`src/rtl/cheat_pkg.sv`:
```
// cheat_pkg: widths, table word layout and engine states for the cheat engine
`default_nettype none

package cheat_pkg;

    typedef logic [21:0] addr_t;
    typedef logic [15:0] data_t;
    // set bit leaves that byte untouched
    typedef logic [1:0]  mask_t;
    typedef logic [31:0] flags_t;
    typedef logic [4:0]  flag_idx_t;
    typedef logic [7:0]  prog_byte_t;
    typedef logic [17:0] table_word_t;

    // word 0: last | flag index | mask | addr[21:12]
    localparam int W0_LAST     = 17;
    localparam int W0_FIDX_MSB = 16;
    localparam int W0_FIDX_LSB = 12;
    localparam int W0_MASK_MSB = 11;
    localparam int W0_MASK_LSB = 10;
    localparam int W0_AHI_MSB  = 9;
    localparam int W0_AHI_LSB  = 0;
    // word 1: addr[11:0] on top, low six bits spare
    localparam int W1_ALO_MSB  = 17;
    localparam int W1_ALO_LSB  = 6;
    // word 2: value
    localparam int W2_VAL_MSB  = 15;
    localparam int W2_VAL_LSB  = 0;

    typedef enum logic [2:0] {
        ST_IDLE,
        ST_READ_W0,
        ST_READ_W1,
        ST_READ_W2,
        ST_ISSUE,
        ST_WAIT_CREDIT
    } engine_state_t;

endpackage

`default_nettype wire

```
`src/rtl/cheat_ctrl_regs.sv`:
```
// cheat_ctrl_regs: frame and load edge detection, per-frame flags, table length
`default_nettype none

module cheat_ctrl_regs
    import cheat_pkg::*;
#(
    parameter int TABLE_AW = 9
) (
    input  wire               clk,
    input  wire               rst_n,
    input  wire               vblank,
    input  wire               prog_en,
    input  wire flags_t       flags,
    input  wire               word_we,
    output logic              frame_start,
    output logic              load_start,
    output flags_t            frame_flags,
    output logic [TABLE_AW:0] table_len
);

    logic vblank_q;
    logic prog_en_q;
    logic vblank_fall;

    assign vblank_fall = vblank_q && !vblank;
    assign load_start  = prog_en && !prog_en_q;

    always_ff @(posedge clk) begin
        if (!rst_n) begin
            vblank_q    <= 1'b0;
            prog_en_q   <= 1'b0;
            frame_start <= 1'b0;
            table_len   <= '0;
        end else begin
            vblank_q    <= vblank;
            prog_en_q   <= prog_en;
            frame_start <= vblank_fall;
            if (load_start) begin
                table_len <= '0;
            end else if (word_we) begin
                table_len <= table_len + 1'b1;
            end
        end
    end

    // flags stay fixed for the whole pass
    always_ff @(posedge clk) begin
        if (vblank_fall) begin
            frame_flags <= flags;
        end
    end

endmodule

`default_nettype wire

```
`config.mk`:
```
export PLATFORM = sky130hd
export DESIGN_NAME = cheat_ctrl_regs
export DESIGN_NICKNAME = d
export VERILOG_FILES = /design/src/rtl/cheat_pkg.sv /design/src/rtl/cheat_ctrl_regs.sv
export SDC_FILE = /design/constraint.sdc
export NUM_CORES = 1
export LEC_CHECK = 0
export ABC_CLOCK_PERIOD_IN_PS = 8100
export BUFFER_PORTS_ARGS = -buffer_cell sky130_fd_sc_hd__buf_2
export CORE_ASPECT_RATIO = 1.1
export CORE_MARGIN = 10
export CORE_UTILIZATION = 46
export DETAILED_ROUTE_END_ITERATION = 12
export GPL_TIMING_DRIVEN = 0
export HOLD_SLACK_MARGIN = 0.02
export PLACE_DENSITY = 0.82
export SLEW_MARGIN = 10
export SYNTH_ARGS = -nofsm -noshare
export SYNTH_HDL_FRONTEND = slang
export SYNTH_SLANG_ARGS = --single-unit
```
`constraint.sdc`:
```
create_clock -name clk -period 8.1 [get_ports clk]
set_input_delay 2.43 -clock clk [delete_from_list [all_inputs] [get_ports clk]]
set_output_delay 2.43 -clock clk [all_outputs]
set_load 0.005 [all_outputs]
```
=== After elaboration in Yosys (flattened, before gate mapping) ===
Index checks and enable logic that the tools add are counted.
Widths: inputs -> output; s select.

* Logic and storage cells: 12
* Bits of input ports: 37
* Bits in registers: 45
* Output and inout port bits: 44

* Bitwise logic cells: 1
* Add/subtract/negate cells: 1
* Reduce and logical (&&, ||, !) cells: 5

{| class="wikitable"
|+ Operators with widths
! operator !! number
|-
| $add 10x1->10 const B || 1
|-
| $logic_and 1x1->1 || 2
|-
| $logic_not 1->1 || 2
|-
| $reduce_or 2->1 || 1
|-
| $not 1->1 || 1
|}

=== Logic depth before layout (Yosys ltp) ===
* Depth after elaboration: 3
* Depth in mapped cells: 4
* Mapped depth without buffers: 4

=== Worst setup path before layout ===
Ideal clock, no wire load.

* Kind: input port to output port
* Start point: input port prog_en
* End point: output port load_start
* Required time: 5,670 ps
* Stages: 2
* Path buffers: 0
* Data arrival time: 2,585 ps
* Setup slack: 3,085 ps
* Cells stage by stage: nand2b_1 -> inv_1

* Word-level cells in the longest chain between the ends: 1

{| class="wikitable"
|+ RTL lines
! item !! line !! RTL
|-
| start, declared || cheat_ctrl_regs.sv:12 || <nowiki>input wire prog_en,</nowiki>
|-
| $logic_and 1x1->1 || cheat_ctrl_regs.sv:26 || <nowiki>assign load_start = prog_en && !prog_en_q;</nowiki>
|-
| end, declared || cheat_ctrl_regs.sv:16 || <nowiki>output logic load_start,</nowiki>
|}

No other way between the ends.

=== Worst setup path after layout ===
Same ends and word-level chain as after synthesis.

==> impl_metrics.tcl <==
set metrics [dict create \
    end_kind "output port" \
    gr-usage-all-layers 0.118 \
    vias_per_cell 5.10 \
    clk_latency_ps 340 \
    cts_hold_buf 0 \
    tightestPinTransition_ps 881 \
    cp_common_cell "buf_2" \
    grt-ovfl-total 0 \
    criticalPathCategory "input port to output port" \
    hold_path.class "flip-flop to flip-flop" \
    syn2layout_area_growth_pct 34.6 \
    die_w_um 74.4 \
    ir_drop_uv 129 \
    whs_ps 506 \
    fin_cells 210 \
    num_rows 21 \
    core_area_mm2 0.00310 \
    final-hold-violation-count 0 \
    tns_ps 0 \
    gp_congestion 0.724 \
    fin_worst_skew_ps 7.47 \
    place_inst 203 \
    worstPathRequired_ps 5670 \
    period_needed_ps 5250 \
    dieHeight_um 79.8 \
    synth_area_mm2 0.00150 \
    synth_async_sr_flop_share 0 \
    crit_slowest_cell "nand2b_1" \
    cts-root-buf "clkbuf_4" \
    synthDistinctLibCells 23 \
    reg2reg_from "table_len[0]" \
    htree_levels 2 \
    path_cells "buf_2 > nand2b_1 > inv_1 > buf_2" \
    portBuffers 79 \
    ctsResizeCount 0 \
    netlist_top_cells_area "edfxtp_1 64%, dfxtp_1 17%, a21oi_1 1.3%" \
    synth_top_area_frac 0.642 \
    synth-seq-cells 45 \
    clkTransAtPathRegs_ps 110 \
    crit_fanout 4 \
    rrSetupSlack_ps 6680 \
    wl_per_cell_um 17.8 \
    drtAntennaViolNets 0 \
    place_ws_ps 2850 \
    startpoint "prog_en" \
    cts_setup_buffers 0 \
    num_vias 1070 \
    p_leak_nw 0.847 \
    final_core_util 0.650 \
    grt_max_degree 34 \
    dr.first_iter.drc_count 74 \
    antenna_found_initial 0 \
    ys_warn_count 0 \
    dieArea_mm2 0.00594 \
    setup.worst_path.start_class "input port" \
    drt-total-wl_mm 3.73 \
    antenna_cells 0 \
    yosysSeqAreaShare 0.815 \
    cts.sinks 45 \
    cts_made_buffers 5 \
    cpPeakStageDelay_ps 120 \
    max-slew-margin-rel 0.411 \
    avgSynthCellArea_um2 16.6 \
    drive_above_1_share 0.506 \
    fin_crit_sh 0.648 \
    dp_hpwl_mm 3.04 \
    drc_errors 0 \
    drt_pass1_iterations 4 \
    synth_edf_count 32 \
    grt_first_pass_wirelength_mm 5.42 \
    rsz0062_at_grt "no" \
    synthesis.nets 128 \
    endpoint "load_start" \
    setup_slack_ps 2850 \
    rr_worst_depth 4 \
    power.density_mw_per_mm2 200 \
    clock.fmax_ghz 0.191 \
    synth-main-ff-cell "edfxtp_1" \
    yosysTopAreaCell "edfxtp_1" \
    min_path_cells 2 \
    r2r-end "table_len[6]" \
    cts_max_path_buffers 2 \
    status "completed" \
    start_util 0.483 \
    drv_slew 0 \
    cts_tree "done" \
    synth_common_cells "32 x edfxtp_1, 13 x dfxtp_1, 5 x nor2_1, 4 x a21oi_1, 4 x nand2_1" \
    syn_inst 90 \
    maxCapViolations 0 \
    io_pins 81 \
    fin_nets 214 \
    critPathArrivalTime_ps 2820 \
    setup_viol_count_final 0 \
    synth.most_common_cell "edfxtp_1" \
    grt_pass1_vias 1077 \
]
-- cell usage in the layout, fill, tap and decap left out --
cell type / instances
edfxtp_1: 32
mux2i_1: 2
buf_4: 1
clkbuf_4: 5
bufinv_16: 1
o21ai_0: 2
or4_1: 2
nand4_1: 3
nor2b_4: 1
or3_1: 2
nand2b_1: 1
and2_1: 3
a21oi_1: 4
xor2_1: 2
nand2_1: 4
clkinv_2: 1
nand3_2: 1
nor2_1: 5
nand3_1: 2
inv_1: 3
nand3b_1: 1
ha_1: 1
nor4_1: 1
dfxtp_1: 13
o31ai_1: 2
buf_2: 79
xnor2_1: 2
-- worst max-delay path: cells and delay by family --
family / cells / cell delay, ps
buffers and inverters: 3 / 270
and+or+nand+nor: 1 / 120
-- state kept, by name, indices dropped and copies added, names as in the netlist --
register	flops
frame_flags	32
table_len	10
frame_start	1
prog_en_q	1
vblank_q	1
-- kinds of logic (layout without fill, tap and decap cells) --
family,after synthesis,in the layout,synth area share
AOI/OAI and AO/OA,8,8,0.0301
xor gates and xnor gates,4,4,0.0234
adders and majority gates,1,1,0.00835
buffers and inverters,4,90,0.0125
DFF,45,45,0.815
muxes,2,2,0.0134
and+or+nand+nor,26,26,0.0969
-- how the worst min path moves through the flow --
| stage | startpoint | end | slack, ps |
|---|---|---|---|
| final | table_len[9] | table_len[9] | 510 |
| after global routing | table_len[9] | table_len[9] | 530 |
| after CTS | table_len[9] | table_len[9] | 510 |
| after detailed placement | table_len[9] | table_len[9] | 490 |
| after global placement | table_len[9] | table_len[9] | 460 |
| after floorplan | table_len[9] | table_len[9] | 470 |
-- report_power, final --
group / switching [mW] / total (mW) / internal, mW
combinational: 0.0104 / 0.0218 / 0.0113
clock: 0.0634 / 0.126 / 0.0629
sequential: 0.00194 / 0.255 / 0.253
total: 0.0758 / 0.403 / 0.327
-- metal layers --
metal  up-vias  routed length (µm)  part of all wire  GRT usage
li1        505                   -                 -          -
met1       492                1430              0.38      0.123
met2        68                1790              0.48      0.208
met3         5                 488              0.13     0.0560
met4         0                  21            0.0056     0.0284
met5         -                   0                 0          0
-- per-stage QoR --
stage               total power, mW  area (µm²)
global placement              0.280        1940
CTS                           0.408        2020
detailed placement            0.282        1940
global route                  0.419        2020
finish                        0.403        2020
floorplan                     0.266        1500
-- final cells by class --
type | count | area, µm²
multi-input cells | 41 | 265
plain buffers | 1 | 7.51
well taps | 34 | 42.5
clock buffers | 5 | 37.5
repair buffers | 79 | 395
inverters | 3 | 11.3
clock inverters | 2 | 35.0
fillers | 239 | 1080
flip-flops and latches | 45 | 1220
Power figures use the tool's default switching activity.
