[config.mk]
export PLATFORM = sky130hd
export DESIGN_NAME = cheat_prog_packer
export DESIGN_NICKNAME = d
export VERILOG_FILES = /design/src/rtl/cheat_pkg.sv /design/src/rtl/cheat_prog_packer.sv
export SDC_FILE = /design/constraint.sdc
export NUM_CORES = 1
export LEC_CHECK = 0
export ABC_AREA = 1
export BUFFER_PORTS_ARGS = -buffer_cell sky130_fd_sc_hd__buf_2
export CAP_MARGIN = 10
export CORE_MARGIN = 1
export CORE_UTILIZATION = 45
export CTS_BUF_LIST = sky130_fd_sc_hd__clkbuf_8 sky130_fd_sc_hd__clkbuf_16
export DETAILED_ROUTE_END_ITERATION = 10
export PLACE_DENSITY = 0.66
export SETUP_SLACK_MARGIN = 0.1
export SYNTH_ARGS = -nofsm -noshare
export SYNTH_HDL_FRONTEND = slang
export SYNTH_SLANG_ARGS = --single-unit
[constraint.sdc]
create_clock -name clk -period 7 [get_ports clk]
set_clock_uncertainty 0.1 [all_clocks]
set_input_delay 0.35 -clock clk [delete_from_list [all_inputs] [get_ports clk]]
set_output_delay 0.35 -clock clk [all_outputs]
set_load 0.01 [all_outputs]
[src/rtl/cheat_pkg.sv]
// cheat_pkg: widths, table word layout and engine states for the cheat engine
`default_nettype none

package cheat_pkg;

    typedef logic [21:0] addr_t;
    typedef logic [15:0] data_t;
    // set bit leaves that byte untouched
    typedef logic [1:0]  mask_t;
    typedef logic [31:0] flags_t;
    typedef logic [4:0]  flag_idx_t;
    typedef logic [7:0]  prog_byte_t;
    typedef logic [17:0] table_word_t;

    // word 0: last | flag index | mask | addr[21:12]
    localparam int W0_LAST     = 17;
    localparam int W0_FIDX_MSB = 16;
    localparam int W0_FIDX_LSB = 12;
    localparam int W0_MASK_MSB = 11;
    localparam int W0_MASK_LSB = 10;
    localparam int W0_AHI_MSB  = 9;
    localparam int W0_AHI_LSB  = 0;
    // word 1: addr[11:0] on top, low six bits spare
    localparam int W1_ALO_MSB  = 17;
    localparam int W1_ALO_LSB  = 6;
    // word 2: value
    localparam int W2_VAL_MSB  = 15;
    localparam int W2_VAL_LSB  = 0;

    typedef enum logic [2:0] {
        ST_IDLE,
        ST_READ_W0,
        ST_READ_W1,
        ST_READ_W2,
        ST_ISSUE,
        ST_WAIT_CREDIT
    } engine_state_t;

endpackage

`default_nettype wire

[src/rtl/cheat_prog_packer.sv]
// cheat_prog_packer: nine host bytes in, four 18-bit table words out
`default_nettype none

module cheat_prog_packer
    import cheat_pkg::*;
#(
    parameter int TABLE_AW = 9
) (
    input  wire                 clk,
    input  wire                 rst_n,
    input  wire                 load_start,
    input  wire                 prog_wr,
    input  wire prog_byte_t     prog_data,
    output logic                word_we,
    output logic [TABLE_AW-1:0] word_addr,
    output table_word_t         word_data
);

    logic [3:0]  byte_cnt;
    logic [3:0]  byte_idx;
    logic [15:0] byte_buf;

    // a byte arriving with load_start opens the new group
    assign byte_idx = load_start ? 4'd0 : byte_cnt;

    always_ff @(posedge clk) begin
        if (!rst_n) begin
            byte_cnt  <= 4'd0;
            word_we   <= 1'b0;
            word_addr <= '0;
        end else begin
            word_we <= 1'b0;
            if (load_start) begin
                word_addr <= '0;
            end else if (word_we) begin
                word_addr <= word_addr + 1'b1;
            end
            if (prog_wr) begin
                byte_cnt <= (byte_idx == 4'd8) ? 4'd0 : byte_idx + 4'd1;
                // bytes 2, 4, 6 and 8 close a word
                word_we  <= (byte_idx != 4'd0) && !byte_idx[0];
            end else if (load_start) begin
                byte_cnt <= 4'd0;
            end
        end
    end

    always_ff @(posedge clk) begin
        if (prog_wr) begin
            byte_buf <= {prog_data, byte_buf[15:8]};
            case (byte_idx)
                4'd2:    word_data <= {prog_data[1:0], byte_buf};
                4'd4:    word_data <= {prog_data[3:0], byte_buf[15:2]};
                4'd6:    word_data <= {prog_data[5:0], byte_buf[15:4]};
                4'd8:    word_data <= {prog_data, byte_buf[15:6]};
                default: word_data <= word_data;
            endcase
        end
    end

endmodule

`default_nettype wire

Word level (Yosys, flattened, before mapping)
Cells that the tools add are included.

Logic and storage cells: 23. Input port bits: 12. Output and inout bits: 28. Flip-flop bits (word level): 48.

Bitwise gates (word level): 1. Add/subtract/negate cells: 2. Reductions and logical operators: 7. Eq/ne operators: 4. Muxes and demuxes: 4.

Operator list (number): $pmux 18 s4 (1); $mux 4 (3); $add 9x1->9 const B (1); $eq 4x3->1 const B (2); $reduce_bool 4->1 (2); $add 4x1->4 const B (1); $eq 4x2->1 const B (1); $eq 4x4->1 const B (1); $reduce_and 2->1 (2); $reduce_or 2->1 (1); $logic_and 1x1->1 (1); $logic_not 1->1 (1); $not 1->1 (1).

Logic depth before layout (Yosys ltp)
Depth after elaboration: 4. Depth in mapped cells: 10. Gate-level depth less buffers: 8.

Least setup slack after synthesis
OpenSTA, ideal clock, no wires.

Path kind: in2reg. From: input port load_start. To: register word_data[0], enable pin. Path buffers: 1. Setup time: 393 ps. Stages on the path: 9. Path slack: 4671 ps. Data arrival time: 1836 ps. Path through: inv_4 -> nand2_1 -> inv_1 -> ha_1 -> buf_2 -> nand3_1 -> nand2_1 -> nor2_1 -> nor2_1.

Word-level cells in the longest chain between the ends: 4. Elaborated cells on any way between the ends: 7.

Ends and longest elaborated chain: start: declaration (line cheat_prog_packer.sv:11) `input wire load_start,`; $mux 4 *; $eq 4x4->1 (tied with other cells) (line cheat_prog_packer.sv:51) `case (byte_idx)`; $reduce_bool 4->1 (no source line) *; $reduce_and 2->1 (no source line) *; end signal: assignment (line cheat_prog_packer.sv:52) `4'd2: word_data <= {prog_data[1:0], byte_buf};`; end signal: assignment (line cheat_prog_packer.sv:53) `4'd4: word_data <= {prog_data[3:0], byte_buf[15:2]};`; end signal: assignment (line cheat_prog_packer.sv:54) `4'd6: word_data <= {prog_data[5:0], byte_buf[15:4]};`; end: declaration (line cheat_prog_packer.sv:16) `output table_word_t word_data`.

Mark *: on every way between the ends. The rest lies on a longest branch, timed or not. A chain may end at the register's enable or synchronous reset.

Worst setup path in the final report
From: register byte_cnt[1]. To: register word_data[3], enable pin.

Word-level cells in the longest chain between the ends: 4. Elaborated cells on any way between the ends: 7.

Ends and longest elaborated chain: start: declaration (line cheat_prog_packer.sv:19) `logic [3:0] byte_cnt;`; start signal: assignment (line cheat_prog_packer.sv:39) `byte_cnt <= (byte_idx == 4'd8) ? 4'd0 : byte_idx + 4'd1;`; $mux 4 *; $eq 4x4->1 (tied with other cells) (line cheat_prog_packer.sv:51); $reduce_bool 4->1 (no source line) *; $reduce_and 2->1 (no source line) *.

Marks and branches as above.

==> impl_metrics.py <==
metrics = {
    "run_status": {
        "status": "completed",
    },
    "final_layout": {
        "antenna_cells": 0,
        "mostFrequentLayoutCells": "nand2_1, nor2_1, buf_2",
        "design_area_um2": 2790,
        "drive_gt1_frac": 0.183,
        "finalNonFillerCells": 397,
        "finish.utilization": 0.539,
        "area_growth_syn_to_layout_pct": 13.3,
        "nets": 340,
        "final_common_cell": "nand2_1",
    },
    "setup_path": {
        "cp-startpoint": "byte_cnt[1]",
        "r2r_start": "byte_cnt[1]",
        "critical_path_arrival_ns": 2.59,
        "max_stage_delay_ns": 0.73,
        "cpMostUsedCell": "nor2_1",
        "crit_fanout": 38,
        "crit_type": "register to register",
        "critPathLaunchType": "register",
        "cp_slowest_cell": "o21ai_2",
        "path_cells": "o21ai_2 -> nand2_2 -> nand2_1 -> nor2_1 -> nor2_1 -> buf_4",
        "critPathBufInv": 1,
        "worst_path_dominant_cell_family": "simple AND/OR/NAND/NOR gates",
        "end_kind": "register",
        "required_ns": 6.90,
    },
    "sta": {
        "setup_tns_ns": 0,
        "tightest_slew_ns": 0.913,
        "post-route-period-util": 0.385,
        "fin_hold_ws_ns": 0.136,
        "report.final.setup_viol": 0,
        "fin_crit_ns": 2.69,
        "finalHoldViolations": 0,
        "slew_headroom": 0.391,
        "max_freq_mhz": 371,
        "rsz0062_at_grt": "no",
        "slew_violations": 0,
    },
    "grt": {
        "grt_usage": 0.193,
        "grt_remaining_overflow": 0,
        "grt_pass1_wl_um": 8680,
        "grt_pass1_vias": 1702,
        "antenna_found_initial": 0,
        "grt_max_degree": 39,
    },
    "placement": {
        "dpl.cell_count": 389,
        "placed_cell_area_um2": 2680,
        "gp_congestion": 0.840,
        "port_buffers": 39,
        "hpwlAfterDp_um": 3590,
    },
    "route": {
        "drt_pass1_iterations": 5,
        "wirelength_um": 5160,
        "wl_per_cell_um": 13.0,
        "vias_per_cell": 5.24,
        "drtIter0Drc": 114,
        "ant_nets": 0,
        "vias": 2079,
        "drc": 0,
    },
    "synth": {
        "yosys.area_share.xor_xnor": 0,
        "synthArstFlopShare": 0,
        "synth_simple_gate_area_frac": 0.348,
        "muxShareOfSynthArea": 0,
        "ys_warn_count": 0,
        "ys_types": 25,
        "synth_compound_area_frac": 0.0346,
        "synth_fa_ha_area_frac": 0.0102,
        "syn-num-nets": 306,
        "syn_area_per_cell_um2": 8.43,
        "postSynthCellCount": 292,
        "synth_edf_count": 34,
        "synth-main-ff-cell": "edfxtp_1",
        "seq_area_frac_synth": 0.529,
        "ys_ff_latch": 48,
        "syn-cell-area_um2": 2460,
        "synth_top_family_by_area": "simple AND/OR/NAND/NOR gates",
    },
    "cts": {
        "cts_setup_buffers": 0,
        "worstSkewPairLatency_ns": 0.30,
        "cts_tree": "done",
        "htree_levels": 2,
        "hold_buffers": 0,
        "ctsRootBufferMaster": "clkbuf_8",
        "clock_path_buffers": 2,
        "numClockSinks": 48,
        "cts_made_buffers": 5,
        "cts.clk_slew.worst_paths_ns": 0.09,
        "cts_resized": 0,
    },
    "floorplanning": {
        "ios": 40,
        "core_area_um2": 5170,
        "die_h_um": 76.0,
        "dieArea_um2": 5770,
        "rows": 26,
        "dieWidth_um": 76.0,
        "initial_utilization": 0.476,
    },
    "job": {
        "max_cap_violations": 0,
    },
    "hold_path": {
        "hp-class": "input pin to register",
        "hp-start": "prog_data[7]",
    },
    "power": {
        "p_leak_nw": 1.28,
        "vdd_ir_drop_max_mv": 0.109,
        "power_density_nw_per_um2": 200,
    },
}
flip-flops by register name, indices dropped and copies added, names as in the netlist:
| register | count |
|---|---|
| byte_buf | 16 |
| byte_cnt | 4 |
| word_addr | 9 |
| word_we | 1 |
| word_data | 18 |
power breakdown:
part	leakage (nW)	switching, mW	total, mW	internal (mW)
clock network	0.0541	0.0922	0.198	0.106
registers	0.433	0.0101	0.326	0.316
logic	0.789	0.0218	0.0330	0.0112
total	1.28	0.124	0.557	0.433
cell usage after synthesis, types with 3 or more instances:
cell	instances	area, µm²
a21oi_1	8	40.0
nor2_1	49	184
edfxtp_1	34	1020
nor3_1	4	20.0
nand3_1	24	120
dfxtp_1	14	280
o21ai_0	4	20.0
nand2_2	3	18.8
nand2_1	58	218
inv_1	28	105
buf_2	9	45.0
nand4_1	38	238
cell type report:
type                            count  area, µm²
Fill cell                         488       2380
Sequential cell                    48       1300
Multi-Input combinational cell    200        966
Timing Repair Buffer               40        203
Inverter                           31        119
Tap cell                           70       87.6
Clock buffer                        5       68.8
Clock inverter                      3       42.5
path summary, 6_finish.rpt:
| path | end | slack (ns) | cells past startpoint |
|---|---|---|---|
| worst min-delay path | byte_buf[15] | 0.14 | 1 |
| worst max-delay path | word_data[3] | 4.31 | 6 |
| worst max register to register | word_data[3] | 4.31 | 6 |
| worst min register to register | word_addr[5] | 0.37 | 2 |
logic make-up (layout without fill, tap and decap cells):
group / count (synthesis) / in the layout
and+or+nand+nor: 182 / 182
buffers and inverters: 44 / 79
AOI/OAI and AO/OA: 16 / 16
DFF: 48 / 48
adders and majority gates: 2 / 2
through the flow:
stage	setup WS (ns)	power, mW
3_3_place_gp	4.36	0.364
5_1_grt	4.10	0.581
2_1_floorplan	4.67	0.348
3_5_place_dp	4.30	0.365
4_1_cts	4.35	0.564
6_report	4.31	0.557
layer usage:
metal  share of wire  track usage  vias up
li1                -            -     1064
met1            0.50        0.290      944
met2            0.43        0.266       62
met3           0.053       0.0398        9
met4           0.016       0.0788        0
met5               0            0        -
(Power assumes the default switching activity.)
