$ cat src/rtl/cheat_pkg.sv
// cheat_pkg: widths, table word layout and engine states for the cheat engine
`default_nettype none

package cheat_pkg;

    typedef logic [21:0] addr_t;
    typedef logic [15:0] data_t;
    // set bit leaves that byte untouched
    typedef logic [1:0]  mask_t;
    typedef logic [31:0] flags_t;
    typedef logic [4:0]  flag_idx_t;
    typedef logic [7:0]  prog_byte_t;
    typedef logic [17:0] table_word_t;

    // word 0: last | flag index | mask | addr[21:12]
    localparam int W0_LAST     = 17;
    localparam int W0_FIDX_MSB = 16;
    localparam int W0_FIDX_LSB = 12;
    localparam int W0_MASK_MSB = 11;
    localparam int W0_MASK_LSB = 10;
    localparam int W0_AHI_MSB  = 9;
    localparam int W0_AHI_LSB  = 0;
    // word 1: addr[11:0] on top, low six bits spare
    localparam int W1_ALO_MSB  = 17;
    localparam int W1_ALO_LSB  = 6;
    // word 2: value
    localparam int W2_VAL_MSB  = 15;
    localparam int W2_VAL_LSB  = 0;

    typedef enum logic [2:0] {
        ST_IDLE,
        ST_READ_W0,
        ST_READ_W1,
        ST_READ_W2,
        ST_ISSUE,
        ST_WAIT_CREDIT
    } engine_state_t;

endpackage

`default_nettype wire

$ cat src/rtl/cheat_engine.sv
// cheat_engine: table walker that issues masked writes under one credit
`default_nettype none

module cheat_engine
    import cheat_pkg::*;
#(
    parameter int TABLE_AW = 9
) (
    input  wire                 clk,
    input  wire                 rst_n,
    input  wire                 frame_start,
    input  wire flags_t         frame_flags,
    input  wire [TABLE_AW:0]    table_len,
    output logic [TABLE_AW-1:0] rd_addr,
    input  wire table_word_t    rd_data,
    output logic                cheat_valid,
    output addr_t               cheat_addr,
    output data_t               cheat_din,
    output mask_t               cheat_din_m,
    input  wire                 cheat_credit
);

    engine_state_t     state;
    logic [TABLE_AW:0] ptr;
    logic              credit;
    logic              last_q;
    flag_idx_t         fidx_q;
    logic              hit;
    logic              advance;
    logic              walk_done;

    assign rd_addr   = ptr[TABLE_AW-1:0];
    assign hit       = frame_flags[fidx_q];
    // ptr already points at the next entry here
    assign walk_done = last_q || (ptr >= table_len);
    assign advance   = (state == ST_ISSUE || state == ST_WAIT_CREDIT) && (!hit || credit);

    always_ff @(posedge clk) begin
        if (!rst_n) begin
            state       <= ST_IDLE;
            ptr         <= '0;
            credit      <= 1'b1;
            cheat_valid <= 1'b0;
        end else begin
            cheat_valid <= 1'b0;
            if (cheat_credit) begin
                credit <= 1'b1;
            end
            case (state)
                ST_IDLE: begin
                    // mid-pass frame edges never reach this state
                    if (frame_start && table_len != '0) begin
                        state <= ST_READ_W0;
                    end
                end
                ST_READ_W0: begin
                    ptr   <= ptr + 1'b1;
                    state <= ST_READ_W1;
                end
                ST_READ_W1: begin
                    ptr   <= ptr + 1'b1;
                    state <= ST_READ_W2;
                end
                ST_READ_W2: begin
                    ptr   <= ptr + 1'b1;
                    state <= ST_ISSUE;
                end
                ST_ISSUE, ST_WAIT_CREDIT: begin
                    if (advance) begin
                        if (hit) begin
                            cheat_valid <= 1'b1;
                            credit      <= 1'b0;
                        end
                        if (walk_done) begin
                            state <= ST_IDLE;
                            ptr   <= '0;
                        end else begin
                            state <= ST_READ_W0;
                        end
                    end else begin
                        state <= ST_WAIT_CREDIT;
                    end
                end
                default: state <= ST_IDLE;
            endcase
        end
    end

    // entry fields, captured as each word comes out of the table
    always_ff @(posedge clk) begin
        case (state)
            ST_READ_W1: begin
                last_q                  <= rd_data[W0_LAST];
                fidx_q                  <= rd_data[W0_FIDX_MSB:W0_FIDX_LSB];
                cheat_din_m             <= rd_data[W0_MASK_MSB:W0_MASK_LSB];
                cheat_addr[21:12]       <= rd_data[W0_AHI_MSB:W0_AHI_LSB];
            end
            ST_READ_W2: cheat_addr[11:0] <= rd_data[W1_ALO_MSB:W1_ALO_LSB];
            ST_ISSUE:   cheat_din        <= rd_data[W2_VAL_MSB:W2_VAL_LSB];
            default: begin
            end
        endcase
    end

endmodule

`default_nettype wire

$ cat config.mk
export PLATFORM = sky130hd
export DESIGN_NAME = cheat_engine
export DESIGN_NICKNAME = d
export VERILOG_FILES = /design/src/rtl/cheat_pkg.sv /design/src/rtl/cheat_engine.sv
export SDC_FILE = /design/constraint.sdc
export NUM_CORES = 1
export LEC_CHECK = 0
export BUFFER_PORTS_ARGS = -buffer_cell sky130_fd_sc_hd__buf_2
export CORE_MARGIN = 2
export CORE_UTILIZATION = 25
export DETAILED_ROUTE_END_ITERATION = 8
export GPL_TIMING_DRIVEN = 1
export SETUP_SLACK_MARGIN = 0.15
export SLEW_MARGIN = 0
export SYNTH_ARGS = -nofsm -noshare
export SYNTH_HDL_FRONTEND = slang
export SYNTH_SLANG_ARGS = --single-unit
$ cat constraint.sdc
create_clock -name clk -period 3.6 [get_ports clk]
set_input_delay 0.9 -clock clk [delete_from_list [all_inputs] [get_ports clk]]
set_output_delay 0.9 -clock clk [all_outputs]
set_load 0.02 [all_outputs]
* Word-level counts from Yosys, hierarchy flattened
Index checks and enable logic that the tools add are counted.
Word-level totals: register bits 61, bits of input ports 64, output and inout port bits 50, word-level logic and storage cells 48
Operators by class: add/sub/neg operators 1, magnitude comparators 2, equal/unequal tests 8, muxes and demuxes 14, reduce and logical (&&, ||, !) cells 13
Operator list (number):
- $mux 10 | 2
- $pmux 10 s2 | 1
- $pmux 3 s5 | 1
- $add 10x1->10 const B | 1
- $ge 10x10->1 | 1
- $reduce_bool 10->1 | 1
- $mux 1 | 7
- $eq 3x2->1 const B | 2
- $eq 3x3->1 const B | 2
- $lt 5x6->1 const B | 1
- $mux 3 | 2
- $ne 2x2->1 const B | 3
- $reduce_and 3->1 | 2
- $bmux 1 s5 | 1
- $eq 3x1->1 const B | 1
- $logic_not 3->1 | 1
- $logic_or 1x1->1 | 3
- $reduce_or 3->1 | 1
- $logic_and 1x1->1 | 2
- $reduce_bool 2->1 | 1
- $reduce_or 2->1 | 1
- $logic_not 1->1 | 1

* Logic depth before layout (Yosys ltp)
depth after elaboration 7, gate-level depth with buffers 10, depth with buffers taken out 9

* Worst setup path after synthesis
OpenSTA, ideal clock, no wires.
path type input to register, from input port table_len[3], to register ptr[3], library setup time 0.133 ns, arrival time 2.798 ns, required time 3.467 ns, slack 0.669 ns, cell stages on the path 9, buffers on the path 1, path through inv_1 ha_1 a2111oi_0 o21ai_1 a2111oi_4 clkbuf_1 o22ai_1 a211oi_1 nor3_1
Between the ends: longest elaborated chain between the ends 4
RTL lines:
- from (decl) | line cheat_engine.sv:13 | input wire [TABLE_AW:0] table_len,
- $ge 10x10->1 | line cheat_engine.sv:35 | assign walk_done = last_q || (ptr >= table_len);
- $logic_or 1x1->1 | line cheat_engine.sv:35
- $ne 2x2->1 (no source line)
- $reduce_and 3->1 (no source line)
- to (signal assigned) | line cheat_engine.sv:57 | ptr <= ptr + 1'b1;
- to (signal assigned) | line cheat_engine.sv:61 | ptr <= ptr + 1'b1;
- to (signal assigned) | line cheat_engine.sv:65 | ptr <= ptr + 1'b1;
- to (decl) | line cheat_engine.sv:24 | logic [TABLE_AW:0] ptr;
Every way passes these cells. A chain may end at the register's enable or synchronous reset.

* Worst setup path after layout
from input port table_len[3], to register ptr[4]
The elaborated chain is that of the path after synthesis.

==> run_results.csv <==
group,metric,value,unit
worst_setup_path,crit_type,"primary input to flip-flop",
synth,netlist_instances,247,
worst_setup_path,r2r_start,"ptr[3]",
floorplan,core_area,11860,um2
cts,clock-root-buffer,"clkbuf_16",
global_route,overflow,0,
synth,synth_area_per_cell,12.14,um2
floorplan,die_w,113.5,um
floorplan,fp.dieArea,12890,um2
worst_setup_path,r2r_cells,7,
worst_setup_path,max_stage_delay,470,ps
synth,yosysSeqAreaShare,56.07,%
cts,h-tree-depth,3,
pwr,power_leakage,1.644,nW
sta,maxSlewHeadroom,31.88,%
floorplan,io_pins,114,
worst_setup_path,path_cells,"buf_2 > inv_1 > ha_1 > a2111oi_0 > o21ai_1 > a2111oi_4 > o31a_1 > a211oi_1 > mux2i_1",
worst_setup_path,cp_max_fo,9,
route,num_vias,2292,
sta,max_freq,345.7,MHz
floorplan,rows,40,
synth,syn_area,2999,um2
worst_setup_path,crit_path_end_kind,"flip-flop",
cts,cts_resized,0,
cts,cts_tree,"done",
status,status,"completed",
sta,setup_viol,0,
route,drc,0,
worst_setup_path,worstPathArrival,3090,ps
hold_path,hold_depth,2,
worst_setup_path,critPathTopFamily,"compound AO/OA/AOI/OAI gates",
sta,tns,0,ps
sta,min_period_over_period,80.35,%
final_layout,post_route_cells_drive_above_1_share,40.17,%
sta,tightestPinTransition,1021,ps
synth,synthDominantCellAreaShare,46.06,%
sta,fin_crit,2892,ps
cts,clk_latency,320,ps
cts,cts_hold_buf,0,
floorplan,initial_core_util,25.28,%
sta,rsz0062_at_grt,"false",
final_layout,final_cells,508,
cts,cts-buffers-inserted,9,
place,dp.cells,492,
cts,postCtsSetupBuffers,0,
worst_setup_path,startpoint_type,"primary input",
place,numPortBuffers,113,
route,wl,7.030,mm
global_route,grt_pass1_vias,2346,
pwr,powerDensity,484.6,nW/um2
final_layout,syn2layout_area_growth,31.04,%
route,drtAntennaViolNets,0,
final_layout,num_antenna_cells,0,
worst_setup_path,cp.required,3800,ps
cts,clk_path_buf_depth,2,
synth,netlist-cell-type-count,45,
hold_path,hp-class,"flip-flop to flip-flop",
synth,synth-seq-cells,61,
sta,fin_skew,8.276,ps
route,firstDrtPassIters,5,
final_layout,num-nets-final,431,
synth,async_reset_ff_share,0,%
place,dp_hpwl,5.331,mm
route,drt_iter0_drc,73,
sta,report.final.slew_viol_count,0,
cts,clock_sink_count,61,
synth,yosys.area.top_type,"edfxtp_1",
run,max-cap-violations,0,
route,via_per_inst,4.512,
sta,hold_violations,0,
worst_setup_path,path_buf_inv,2,
synth,synth_edf_count,46,
synth,ys.flop_type,"edfxtp_1",
floorplan,die_h,113.5,um
place,gp_congestion,0.7870,
synth,synthTopCellsByArea,"edfxtp_1, dfxtp_1, mux2i_1",
hold_path,worstHoldStart,"credit",
global_route,grt.total_usage,11.20,%
worst_setup_path,rr_endpoint,"ptr[4]",
synth,synth_fp_nets,322,
synth,synth-warning-count,0,
worst_setup_path,ff2ff_setup_slack,1020,ps
pwr,ir_worst_vdd,0.2582,mV
global_route,grt_max_degree,19,
worst_setup_path,slowest_stage,"a2111oi_4",
global_route,antenna_found_initial,0,
global_route,grt_pass1_wl,11.16,mm
sta,worst_hold_slack,517.8,ps
final_layout,final_util,33.13,%
cts,clkSlewWorstSetupHoldPaths,60,ps
hold_path,min_to,"credit",
route,wl_per_cell,13.84,um
## how the worst max path moves through the flow
stage / from / to / slack, ps / depth (start not counted)
finish: table_len[3] / ptr[4] / 710 / 9
global route: table_len[3] / ptr[4] / 500 / 9
CTS: table_len[3] / ptr[4] / 710 / 9
detailed placement: table_len[3] / ptr[4] / 340 / 9
global placement: table_len[3] / ptr[4] / 490 / 9
floorplan: table_len[3] / ptr[3] / 670 / 9
## report_power, final
part           internal [mW]  switching (mW)
combinational          0.107           0.157
clock                  0.479           0.330
sequential             0.803          0.0280
total                   1.39           0.515
## sequential cells by signal (all words and copies together) (netlist names)
name	flops
credit	1
cheat_valid	1
cheat_addr	22
cheat_din	16
ptr	10
state	3
fidx_q	5
cheat_din_m	2
last_q	1
## worst register-to-register path, cell delays in order, from the launching register on
cell and delay [ps]:
dfxtp_1 420, ha_1 280, a2111oi_0 390, o21ai_1 180, a2111oi_4 470, o31a_1 430
a211oi_1 150, mux2i_1 140
## per-stage QoR
step / power [mW] / setup slack [ps] / area [um2]
floorplan: 1.027 / 669.1 / 2999
global placement: 1.110 / 485.7 / 3642
detailed placement: 1.116 / 339.7 / 3642
CTS: 1.942 / 705.3 / 3930
global route: 2.011 / 496.0 / 3930
finish: 1.905 / 707.5 / 3930
## layer usage
layer / global-route usage, % / wire length (um)
met1: 12.96 / 3037
met5: 0 / 0
met3: 5.154 / 524
met4: 3.252 / 80
met2: 18.68 / 3388
## synthesized netlist by cell type (3+ instances only)
cell,count
edfxtp_1,46
inv_1,23
mux2i_1,23
dfxtp_1,15
a21oi_1,13
nand2_1,13
o311ai_0,12
ha_1,11
buf_4,9
nor2_1,9
nand3_1,7
a211oi_1,5
clkbuf_1,5
nor3_1,5
a22oi_1,4
nor4_1,4
nand2b_1,3
nand3_2,3
o21ai_0,3
## cell type report
cell class,instances,area (um2)
Clock buffer,9,225.2
Tap cell,147,183.9
Timing Repair Buffer,117,595.6
Clock inverter,7,62.56
Fill cell,1209,7931
Sequential cell,61,1682
Inverter,23,86.33
Multi-Input combinational cell,144,1095
## cell usage in the layout (no fill, tap or decap), types with 2 or more instances in the layout
| cell type | instances |
|---|---|
| a2111oi_4 | 2 |
| a211oi_1 | 5 |
| a21oi_1 | 13 |
| a22oi_1 | 4 |
| and2_1 | 2 |
| buf_2 | 113 |
| buf_4 | 4 |
| clkbuf_16 | 9 |
| clkinv_4 | 2 |
| dfxtp_1 | 15 |
| edfxtp_1 | 46 |
| ha_1 | 11 |
| inv_1 | 23 |
| inv_6 | 3 |
| mux2i_1 | 23 |
| nand2_1 | 13 |
| nand2_2 | 2 |
| nand2b_1 | 3 |
| nand3_1 | 7 |
| nand3_2 | 3 |
| nor2_1 | 8 |
| nor2b_1 | 2 |
| nor3_1 | 5 |
| nor4_1 | 4 |
| o21ai_0 | 3 |
| o22ai_1 | 2 |
| o311ai_0 | 12 |
| xnor2_1 | 2 |
## cells by family after synthesis
group	Yosys count	synth area share [%]
adder cells (fa/ha/maj)	11	4.589
flip-flops	61	56.07
buffers and inverters	42	7.509
multiplexers	23	7.676
XOR/XNOR	2	0.5842
AND/OR/NAND/NOR	58	10.51
AO/OA/AOI/OAI	50	13.06
Power figures use the tool's default switching activity.
