--- src/rtl/cheat_pkg.sv ---
// cheat_pkg: widths, table word layout and engine states for the cheat engine
`default_nettype none

package cheat_pkg;

    typedef logic [21:0] addr_t;
    typedef logic [15:0] data_t;
    // set bit leaves that byte untouched
    typedef logic [1:0]  mask_t;
    typedef logic [31:0] flags_t;
    typedef logic [4:0]  flag_idx_t;
    typedef logic [7:0]  prog_byte_t;
    typedef logic [17:0] table_word_t;

    // word 0: last | flag index | mask | addr[21:12]
    localparam int W0_LAST     = 17;
    localparam int W0_FIDX_MSB = 16;
    localparam int W0_FIDX_LSB = 12;
    localparam int W0_MASK_MSB = 11;
    localparam int W0_MASK_LSB = 10;
    localparam int W0_AHI_MSB  = 9;
    localparam int W0_AHI_LSB  = 0;
    // word 1: addr[11:0] on top, low six bits spare
    localparam int W1_ALO_MSB  = 17;
    localparam int W1_ALO_LSB  = 6;
    // word 2: value
    localparam int W2_VAL_MSB  = 15;
    localparam int W2_VAL_LSB  = 0;

    typedef enum logic [2:0] {
        ST_IDLE,
        ST_READ_W0,
        ST_READ_W1,
        ST_READ_W2,
        ST_ISSUE,
        ST_WAIT_CREDIT
    } engine_state_t;

endpackage

`default_nettype wire

--- src/rtl/cheat_sdram_arbiter.sv ---
// cheat_sdram_arbiter: bank 0 sharing between game and cheat engine, game first
`default_nettype none

module cheat_sdram_arbiter
    import cheat_pkg::*;
(
    input  wire        clk,
    input  wire        rst_n,
    // game side
    input  wire addr_t game_addr,
    input  wire        game_rd,
    input  wire        game_wr,
    input  wire data_t game_din,
    input  wire mask_t game_din_m,
    output logic       game_dst,
    output logic       game_rdy,
    // bank 0
    output addr_t      ba0_addr,
    output logic       ba0_rd,
    output logic       ba0_wr,
    output data_t      ba0_din,
    output mask_t      ba0_din_m,
    input  wire        ba0_dst,
    input  wire        ba0_rdy,
    // engine side
    input  wire        cheat_valid,
    input  wire addr_t cheat_addr,
    input  wire data_t cheat_din,
    input  wire mask_t cheat_din_m,
    output logic       cheat_credit
);

    logic  busy;
    // owner high means the engine holds the bank
    logic  owner;
    logic  req_pend;
    addr_t req_addr;
    data_t req_din;
    mask_t req_din_m;

    always_ff @(posedge clk) begin
        if (!rst_n) begin
            busy         <= 1'b0;
            owner        <= 1'b0;
            req_pend     <= 1'b0;
            cheat_credit <= 1'b0;
        end else begin
            cheat_credit <= busy && owner && ba0_rdy;
            if (cheat_valid) begin
                req_pend <= 1'b1;
            end
            if (busy) begin
                if (ba0_rdy) begin
                    busy <= 1'b0;
                end
            end else if (game_rd || game_wr) begin
                busy  <= 1'b1;
                owner <= 1'b0;
            end else if (req_pend) begin
                busy     <= 1'b1;
                owner    <= 1'b1;
                req_pend <= 1'b0;
            end
        end
    end

    always_ff @(posedge clk) begin
        if (cheat_valid) begin
            req_addr  <= cheat_addr;
            req_din   <= cheat_din;
            req_din_m <= cheat_din_m;
        end
    end

    // engine accesses are writes only
    always_comb begin
        ba0_addr  = owner ? req_addr  : game_addr;
        ba0_rd    = !owner && game_rd;
        ba0_wr    = owner ? busy      : game_wr;
        ba0_din   = owner ? req_din   : game_din;
        ba0_din_m = owner ? req_din_m : game_din_m;
        game_dst  = !owner && ba0_dst;
        game_rdy  = !owner && ba0_rdy;
    end

endmodule

`default_nettype wire

--- config.mk ---
export PLATFORM = sky130hd
export DESIGN_NAME = cheat_sdram_arbiter
export DESIGN_NICKNAME = d
export VERILOG_FILES = /design/src/rtl/cheat_pkg.sv /design/src/rtl/cheat_sdram_arbiter.sv
export SDC_FILE = /design/constraint.sdc
export NUM_CORES = 1
export LEC_CHECK = 0
export BUFFER_PORTS_ARGS = -buffer_cell sky130_fd_sc_hd__buf_4
export CAP_MARGIN = 20
export CORE_ASPECT_RATIO = 2
export CORE_MARGIN = 2
export CORE_UTILIZATION = 35
export DETAILED_ROUTE_END_ITERATION = 8
export PLACE_DENSITY_LB_ADDON = 0.12
export REMOVE_ABC_BUFFERS = 1
export SETUP_SLACK_MARGIN = 0.1
export SYNTH_ARGS = -nofsm -noshare
export SYNTH_HDL_FRONTEND = slang
export SYNTH_SLANG_ARGS = --single-unit
--- constraint.sdc ---
create_clock -name clk -period 1.95 [get_ports clk]
set_clock_uncertainty 0.1 [all_clocks]
set_input_delay 0.0975 -clock clk [delete_from_list [all_inputs] [get_ports clk]]
set_output_delay 0.0975 -clock clk [all_outputs]
set_load 0.02 [all_outputs]
# == Word-level counts from Yosys, hierarchy flattened ==
# Cells that the tools add are included.
# word_totals
output_inout_bits,45
reg_bits,44
in_bits,87
word_cells,31
# op_classes
n_mux,14
reduce_logical,9
bitwise_logic,1
# op_table
operator,count
$mux 22,1
$mux 16,1
$mux 1,11
$logic_and 1x1->1,5
$mux 2,1
$reduce_and 2->1,1
$reduce_bool 2->1,1
$logic_not 1->1,1
$logic_or 1x1->1,1
$not 1->1,1

# == Logic depth before layout (Yosys ltp) ==
# Gate-level depths: netlist of run 1.
# depth
depth_word,4
ltp_mapped,3
ltp_nobuf,2

# == Worst setup path after synthesis of run 1 ==
# No wires, ideal clock.
# synth_timing
kind,register -> output
from,reg owner
to,out ba0_din[10]
t_required_ns,1.752
stages_incl_launch_ff,4
arrival_time_ns,0.949
path_buffers,2
setup_slack_ns,0.803
cell_sequence,dfxtp_1 buf_6 buf_6 mux2_4
# synth_via
elab_chain_cells,1
# synth_lines
element,line,rtl
from (decl),cheat_sdram_arbiter.sv:35,logic owner;
from (signal assigned),cheat_sdram_arbiter.sv:44,owner <= 1'b0;
from (signal assigned),cheat_sdram_arbiter.sv:58,owner <= 1'b0;
from (signal assigned),cheat_sdram_arbiter.sv:61,owner <= 1'b1;
$mux 16,cheat_sdram_arbiter.sv:80,ba0_din = owner ? req_din : game_din;
to (decl),cheat_sdram_arbiter.sv:21,"output data_t ba0_din,"
# No other way between the ends.

# == Worst setup path in the final report of run 1 ==
# layout_timing
from,reg owner
to,out ba0_din[13]
# The elaborated chain is that of the path after synthesis.

==> qor.csv, run 1 <==
metric,value,unit
outcome,"complete, no violations",
die_area,6470,sq um
switching_share,0.222,
cts-root-buf,clkbuf_16,
crit_start,owner,
synth_cell_types,14,
cts_tree,done,
via_count,1534,
p_switching,551,uW
cts_buffers,5,
finalSetupTns,0,ns
grt-busiest-layer,met2,
drtIter0Drc,21,
antenna_found_initial,0,
core,5660,sq um
fmax,591,MHz
fin_hold_ws,0.00912,ns
track_usage,0.154,
use_met2,0.290,
arrival,1.49,ns
final_layout_size_suffix_gt1_frac,0.645,
rows,39,
dr.pass1.iters,2,
ys_ff_latch,44,
syn_to_final_growth,77.2,%
power,2.49,mW
post-cts-setup-buffers,0,
fin_area,3600,sq um
finalHoldViolCount,0,
via_per_inst,4.47,
synth_area,2030,sq um
yosysSeqAreaShare,0.631,
fin_crit_sh,0.868,
critPathKind,register to primary output,
worstHoldStart,game_wr,
nets,368,
grt_max_degree,42,
reg2reg_to,busy,
start_util,0.359,
fp.dieH,112,um
antenna_cells,0,
endpoint,ba0_din[13],
grt_pass1_wl,7.43,mm
clk_pin_slew,0.06,ns
drc,0,
overflow,0,
cp_data_required_time,1.75,ns
period_minus_slack,1.69,ns
min_path_type,input port to register,
syn_avg_cell_area,19.9,sq um
peakVddDrop,746,uV
worst_pin_slew,0.541,ns
p_comb_frac,0.227,
final_cell_mix,"buf_4 (134), dlygate4sd3_1 (43), edfxtp_1 (40)",
htreeDepth,2,
dieWidth,57.9,um
rsz0062_at_grt,no,
max-slew-margin-rel,0.640,
end_kind,primary output,
critPathLaunchType,register,
maxCapViolCount,0,
r2r-start,busy,
placed_area,3030,sq um
power_leakage,1.62,nW
setup_violations,0,
pwr_density_cell,691,nW/um^2
hpwl,3.56,mm
clk_latency,0.28,ns
syn_inst,102,
clk_path_buf_depth,2,
clkSinkCount,44,
intPower,1.93,mW
ff2ff_setup_slack,0.48,ns
wl_per_cell,14.3,um
port_buffers,131,
clockPowerShare,0.318,
io_pins,132,
grt_pass1_vias,1601,
crit_fanout,22,
r2r_cells,3,
use_met1,0.152,
power_frac_seq,0.455,
use_met3,0.0348,
final_common_cell,buf_4,
ant_nets,0,
final_util,0.636,
wirelength,4.90,mm
yosys_warnings,0,
drv_slew,0,
gp_congestion,0.668,
[kinds of logic (layout without fill, tap and decap cells)]
family / count (synthesis) / in the layout / synth area share
flip-flops: 44 / 44 / 0.631
multiplexers: 41 / 41 / 0.292
AND/OR/NAND/NOR: 7 / 7 / 0.0203
buffers and inverters: 6 / 186 / 0.0425
AO/OA/AOI/OAI: 4 / 4 / 0.0148
[area by class of cell]
type,instances,area (sq um)
fill,461,2060
timing repair buffer,177,1440
sequential,44,1280
multi-input combinational,52,664
clock buffer,8,136
tap,61,76.3
inverter,1,3.75
[cell usage after synthesis]
cell type	n	share of area
nor2_1	2	0.0037
inv_1	1	0.0018
o21ai_0	1	0.0025
a221oi_1	1	0.0043
and4_1	1	0.0043
nor2b_1	4	0.012
o221a_2	1	0.0055
a21oi_1	1	0.0025
dfxtp_1	4	0.039
buf_12	3	0.030
mux2_4	35	0.26
edfxtp_1	40	0.59
mux2_2	6	0.033
buf_6	2	0.011
[worst max-delay path, stage by stage, from the launching register on]
cell     delay, ns
dfxtp_2       0.34
buf_4         0.33
mux2_2        0.38
buf_4         0.16
[through the flow]
| stage | worst slack (ns) | std cells |
|---|---|---|
| CTS | 0.239 | 343 |
| detailed placement | 0.551 | 292 |
| floorplan | -0.436 | 97 |
| global route | 0.198 | 343 |
| global placement | 0.575 | 292 |
| finish | 0.258 | 343 |
[registers in the layout (all words and copies together), names as in the netlist]
register / count
req_pend: 1
cheat_credit: 1
req_addr: 22
req_din: 16
req_din_m: 2
busy: 1
owner: 1
[power groups by stage]
stage               sequential (mW)  combinational [mW]  clock [mW]
finish                         1.13               0.564       0.790
global route                   1.14               0.598       0.846
CTS                            1.13               0.571       0.826
detailed placement             1.15               0.497           0
global placement               1.15               0.490           0
floorplan                      1.16               0.220           0
[metal layers]
metal  vias to the layer above  wire [um]
met2                        65       2920
met4                         0         55
met3                         4        349
met5                         -          0
li1                        752          -
met1                       713       1580
[worst min path at each step]
stage	end	slack (ns)	cells past startpoint
final	req_pend	0.009	3
after global placement	req_din[15]	0.18	1
after floorplan	req_addr[0]	0.1	0
after CTS	req_pend	0.003	3
after global routing	req_pend	0.03	3
after detailed placement	req_addr[6]	0.18	1
[what timing repair did]
action / CTS / global route
gates resized for setup: 0 / 0
endpoints found under the setup margin: 0 / 0
hold buffers: 43 / 0
endpoints found under the hold margin: 43 / 0
Power figures use the tool's default switching activity.
==> run 2: changes to the inputs <==
Clock period 1.95 ns to 1.9 ns, I/O delays scaled along.
==> qor.csv, run 2 (synthesized netlist as in run 1, its figures left out) <==
metric,value,unit,change
peakVddDrop,869,uV,+16%
critPathLaunchType,register,,
cts_resized,0,,unchanged
cp_common_cell,buf_4,,
fillers,472,,+2.4%
via_count,1538,,+0.26%
grt_pass1_wl,7.78,mm,+4.7%
antenna_cells,0,,unchanged
arrival,1.49,ns,about the same
die_area,6470,sq um,unchanged
track_usage,0.164,,+0.00987
dr.pass1.iters,4,,+2
fin_area,3610,sq um,+0.28%
gp_congestion,0.668,,about the same
htreeDepth,2,,unchanged
worstHoldStart,game_wr,,
pwr_density_cell,719,nW/um^2,+4.1%
cts-root-buf,clkbuf_16,,
hold_buffers,43,,unchanged
via_per_inst,4.48,,+0.26%
rows,39,,unchanged
min_path_type,input port to register,,
max_stage_delay,0.38,ns,about the same
syn_to_final_growth,77.6,%,
fmax,595,MHz,
setup_violations,0,,unchanged
path_cells,buf_4 > mux2_2 > buf_4,,
largest-register,req_addr,,
largest_reg_flops,22,,unchanged
drc,0,,unchanged
worst_path_max_delay_cell,mux2_2,,
cp_data_required_time,1.70,ns,-0.05 ns
final_common_cell,buf_4,,
critPathKind,register to primary output,,
clk_latency,0.28,ns,about the same
port_buffers,131,,unchanged
io_pins,132,,unchanged
ff2ff_setup_slack,0.45,ns,-0.03 ns
start_util,0.359,,unchanged
period_minus_slack,1.68,ns,
reg2reg_to,busy,,
core,5660,sq um,unchanged
final_cell_mix,"buf_4 (134), dlygate4sd3_1 (43), edfxtp_1 (40)",,
fin_cells,343,,unchanged
drtIter0Drc,22,,+4.8%
endpoint,ba0_din[13],,
multi_input_area,664,sq um,unchanged
grt_max_degree,42,,unchanged
outcome,"complete, no violations",,
r2r_cells,3,,unchanged
maxCapViolCount,0,,unchanged
cts_buffers,5,,unchanged
nets,368,,unchanged
final_layout_size_suffix_gt1_frac,0.649,,+0.00355
reg_top3,"req_addr x22, req_din x16, req_din_m x2",,
end_kind,primary output,,
hpwl,3.59,mm,+0.86%
antenna_found_initial,0,,unchanged
r2r-start,busy,,
power_leakage,1.62,nW,+0.37%
clk_path_buf_depth,2,,unchanged
grt_pass1_vias,1624,,+1.4%
dp.cells,292,,unchanged
placed_area,3030,sq um,unchanged
area.sequential,1280,sq um,unchanged
ant_nets,0,,unchanged
fp.dieH,112,um,unchanged
hold_depth,3,,unchanged
post-cts-setup-buffers,0,,unchanged
worst_pin_slew,0.528,ns,-0.0131 ns
wirelength,4.97,mm,+1.3%
dieWidth,57.9,um,unchanged
fin_crit_sh,0.884,,
clkSinkCount,44,,unchanged
wl_per_cell,14.5,um,+1.3%
finalHoldViolCount,0,,unchanged
rsz0062_at_grt,no,,
overflow,0,,unchanged
clk_pin_slew,0.06,ns,about the same
cts_tree,done,,
crit_start,owner,,
drv_slew,0,,unchanged
crit_fanout,22,,unchanged
max-slew-margin-rel,0.648,,+0.00874
power,2.59,mW,+4.4%
[run 2: how the worst min path moves through the flow]
stage                             end  slack (ns)
after floorplan           req_addr[0]        0.09
after global placement    req_din[15]        0.17
after detailed placement  req_din[15]        0.17
after CTS                    req_pend       0.004
after global routing         req_pend        0.03
final                        req_pend        0.01
[run 2: report_power, final]
part,internal [mW],total [mW],leakage [nW],switching (mW)
combinational,0.359,0.579,1.13,0.220
sequential,1.14,1.16,0.425,0.0237
clock,0.524,0.854,0.0712,0.330
[run 2: stage by stage]
step	setup WS, ns	util	hold WS (ns)	setup TNS [ns]
3_3_place_gp	0.527	0.536	0.173	0
3_5_place_dp	0.511	0.536	0.174	0
6_report	0.220	0.638	0.0123	0
2_1_floorplan	-0.484	-	0.0939	-18.75
5_1_grt	0.155	0.638	0.0260	0
4_1_cts	0.199	0.638	0.00437	0
[run 2: per-layer routing]
layer,track usage,vias to the layer above,part of all wire
li1,-,751,-
met1,0.162,711,0.31
met2,0.302,67,0.60
met3,0.0383,9,0.072
met4,0.0806,0,0.024
met5,0,-,0
[run 2: cell type report]
cell class / count / share of cell area
repair buffers: 177 / 0.398
flip-flops and latches: 44 / 0.355
multi-input cells: 52 / 0.184
clock buffers: 8 / 0.0406
well taps: 61 / 0.0211
inverters: 1 / 0.00104
[run 2: critical path, delay by kind of cell, from the launching register on]
family                 cells  cell delay [ns]
DFF                        1             0.33
muxes                      1             0.38
buffers and inverters      2             0.49
==> run 3: changes to the inputs <==
Settings changed: PLACE_DENSITY_LB_ADDON 0.12 to 0.3.
==> qor.csv, run 3 (synthesized netlist as in run 1, its figures left out) <==
metric,value,unit,change
clk_pin_slew,0.06,ns,about the same
end_kind,primary output,,
overflow,0,,unchanged
grt-busiest-layer,met2,,
fmax,603,MHz,+1.4%
port_buffers,131,,unchanged
clk_path_buf_depth,2,,unchanged
gp_congestion,0.732,,+9.7%
peakVddDrop,778,uV,-10%
critPathLaunchType,register,,
crit_fanout,20,,-9.1%
pwr_density_cell,738,nW/um^2,+2.7%
period_minus_slack,1.66,ns,-0.0232 ns
track_usage,0.157,,-0.00698
crit_start,owner,,
syn_to_final_growth,79.7,%,
use_met1,0.154,,-0.00816
fin_crit_sh,0.872,,-0.0122
r2r_cells,3,,unchanged
cts_buffers,5,,unchanged
clkSinkCount,44,,unchanged
antenna_cells,0,,unchanged
cts_tree,done,,
largest_reg_flops,22,,unchanged
dieWidth,57.9,um,unchanged
grt_pass1_wl,7.70,mm,-1.1%
finalHoldViolCount,0,,unchanged
min_path_type,input port to register,,
htreeDepth,2,,unchanged
fin_hold_ws,0.142,ns,+0.129 ns
grt_pass1_vias,1665,,+2.5%
wl_per_cell,14.5,um,+0.31%
rows,39,,unchanged
cts-root-buf,clkbuf_16,,
drc,0,,unchanged
cp_data_required_time,1.70,ns,about the same
finalSetupTns,0,ns,unchanged
worst_pin_slew,0.518,ns,-0.00984 ns
max-slew-margin-rel,0.655,,+0.00656
critPathKind,register to primary output,,
dr.pass1.iters,2,,-2
use_met2,0.298,,-0.00379
dp.cells,291,,-0.34%
rsz0062_at_grt,no,,
ff2ff_setup_slack,0.43,ns,-0.02 ns
final_cell_mix,"buf_4 (132), dlygate4sd3_1 (45), edfxtp_1 (40)",,
min_to,owner,,
die_area,6470,sq um,unchanged
setup_violations,0,,unchanged
setup_ws,0.243,ns,+0.0232 ns
maxCapViolCount,0,,unchanged
fin_cells,344,,+0.29%
use_met3,0.0325,,-0.00581
final_layout_size_suffix_gt1_frac,0.647,,-0.00229
r2r-start,busy,,
largest-register,req_addr,,
hpwl,3.49,mm,-2.7%
power_leakage,1.64,nW,+1.0%
antenna_found_initial,0,,unchanged
final_common_cell,buf_4,,
arrival,1.46,ns,-0.03 ns
wirelength,5.00,mm,+0.60%
power,2.70,mW,+3.9%
via_per_inst,4.57,,+1.9%
grt_max_degree,42,,unchanged
post-place-ws,0.538,ns,+0.0276 ns
start_util,0.359,,unchanged
drtIter0Drc,29,,+32%
reg2reg_to,busy,,
clk_latency,0.28,ns,about the same
worstHoldStart,game_rd,,
outcome,"complete, no violations",,
ant_nets,0,,unchanged
fp.dieH,112,um,unchanged
reg_top3,"req_addr x22, req_din x16, req_din_m x2",,
nets,369,,+0.27%
fillers,442,,-6.4%
core,5660,sq um,unchanged
drv_slew,0,,unchanged
io_pins,132,,unchanged
hold_depth,3,,unchanged
via_count,1572,,+2.2%
-- run 3: through the flow --
stage / utilization / cell area [sq um]
3_5_place_dp: 0.537 / 3040
5_1_grt: 0.645 / 3650
3_3_place_gp: 0.537 / 3040
4_1_cts: 0.645 / 3650
2_1_floorplan: - / 1950
6_report: 0.645 / 3650
-- run 3: what timing repair did --
action	CTS	global route
hold endpoints to repair	43	0
hold buffers	45	0
buffers inserted	0	0
resized for setup	0	0
-- run 3: worst max-delay path by stage --
stage	to
final	ba0_addr[21]
after global routing	ba0_addr[21]
after CTS	ba0_din_m[0]
after detailed placement	ba0_din_m[0]
after global placement	ba0_din_m[0]
after floorplan	ba0_addr[21]
-- run 3: area by class of cell --
type                    count  area (sq um)  area share
clock inverters             2          35.0     0.00959
multi-input cells          52           664       0.182
flip-flops and latches     44          1280       0.351
clock buffers               6           129      0.0353
well taps                  61          76.3      0.0209
repair buffers            178          1460       0.400
inverters                   1          3.75     0.00103
-- run 3: power breakdown --
part           internal (mW)  switching, mW  total (mW)
clock network          0.618          0.330       0.948
registers               1.14         0.0248        1.16
logic                  0.363          0.222       0.585
-- run 3: critical path, stage by stage, from the launching register on --
cell	delay, ns
dfxtp_2	0.35
buf_4	0.30
mux2_2	0.38
buf_4	0.16
-- run 3: routing by layer --
| metal | part of all wire | vias to the layer above |
|---|---|---|
| met3 | 0.061 | 12 |
| met4 | 0.026 | 0 |
| met1 | 0.31 | 742 |
| li1 | - | 752 |
| met2 | 0.60 | 66 |
| met5 | 0 | - |
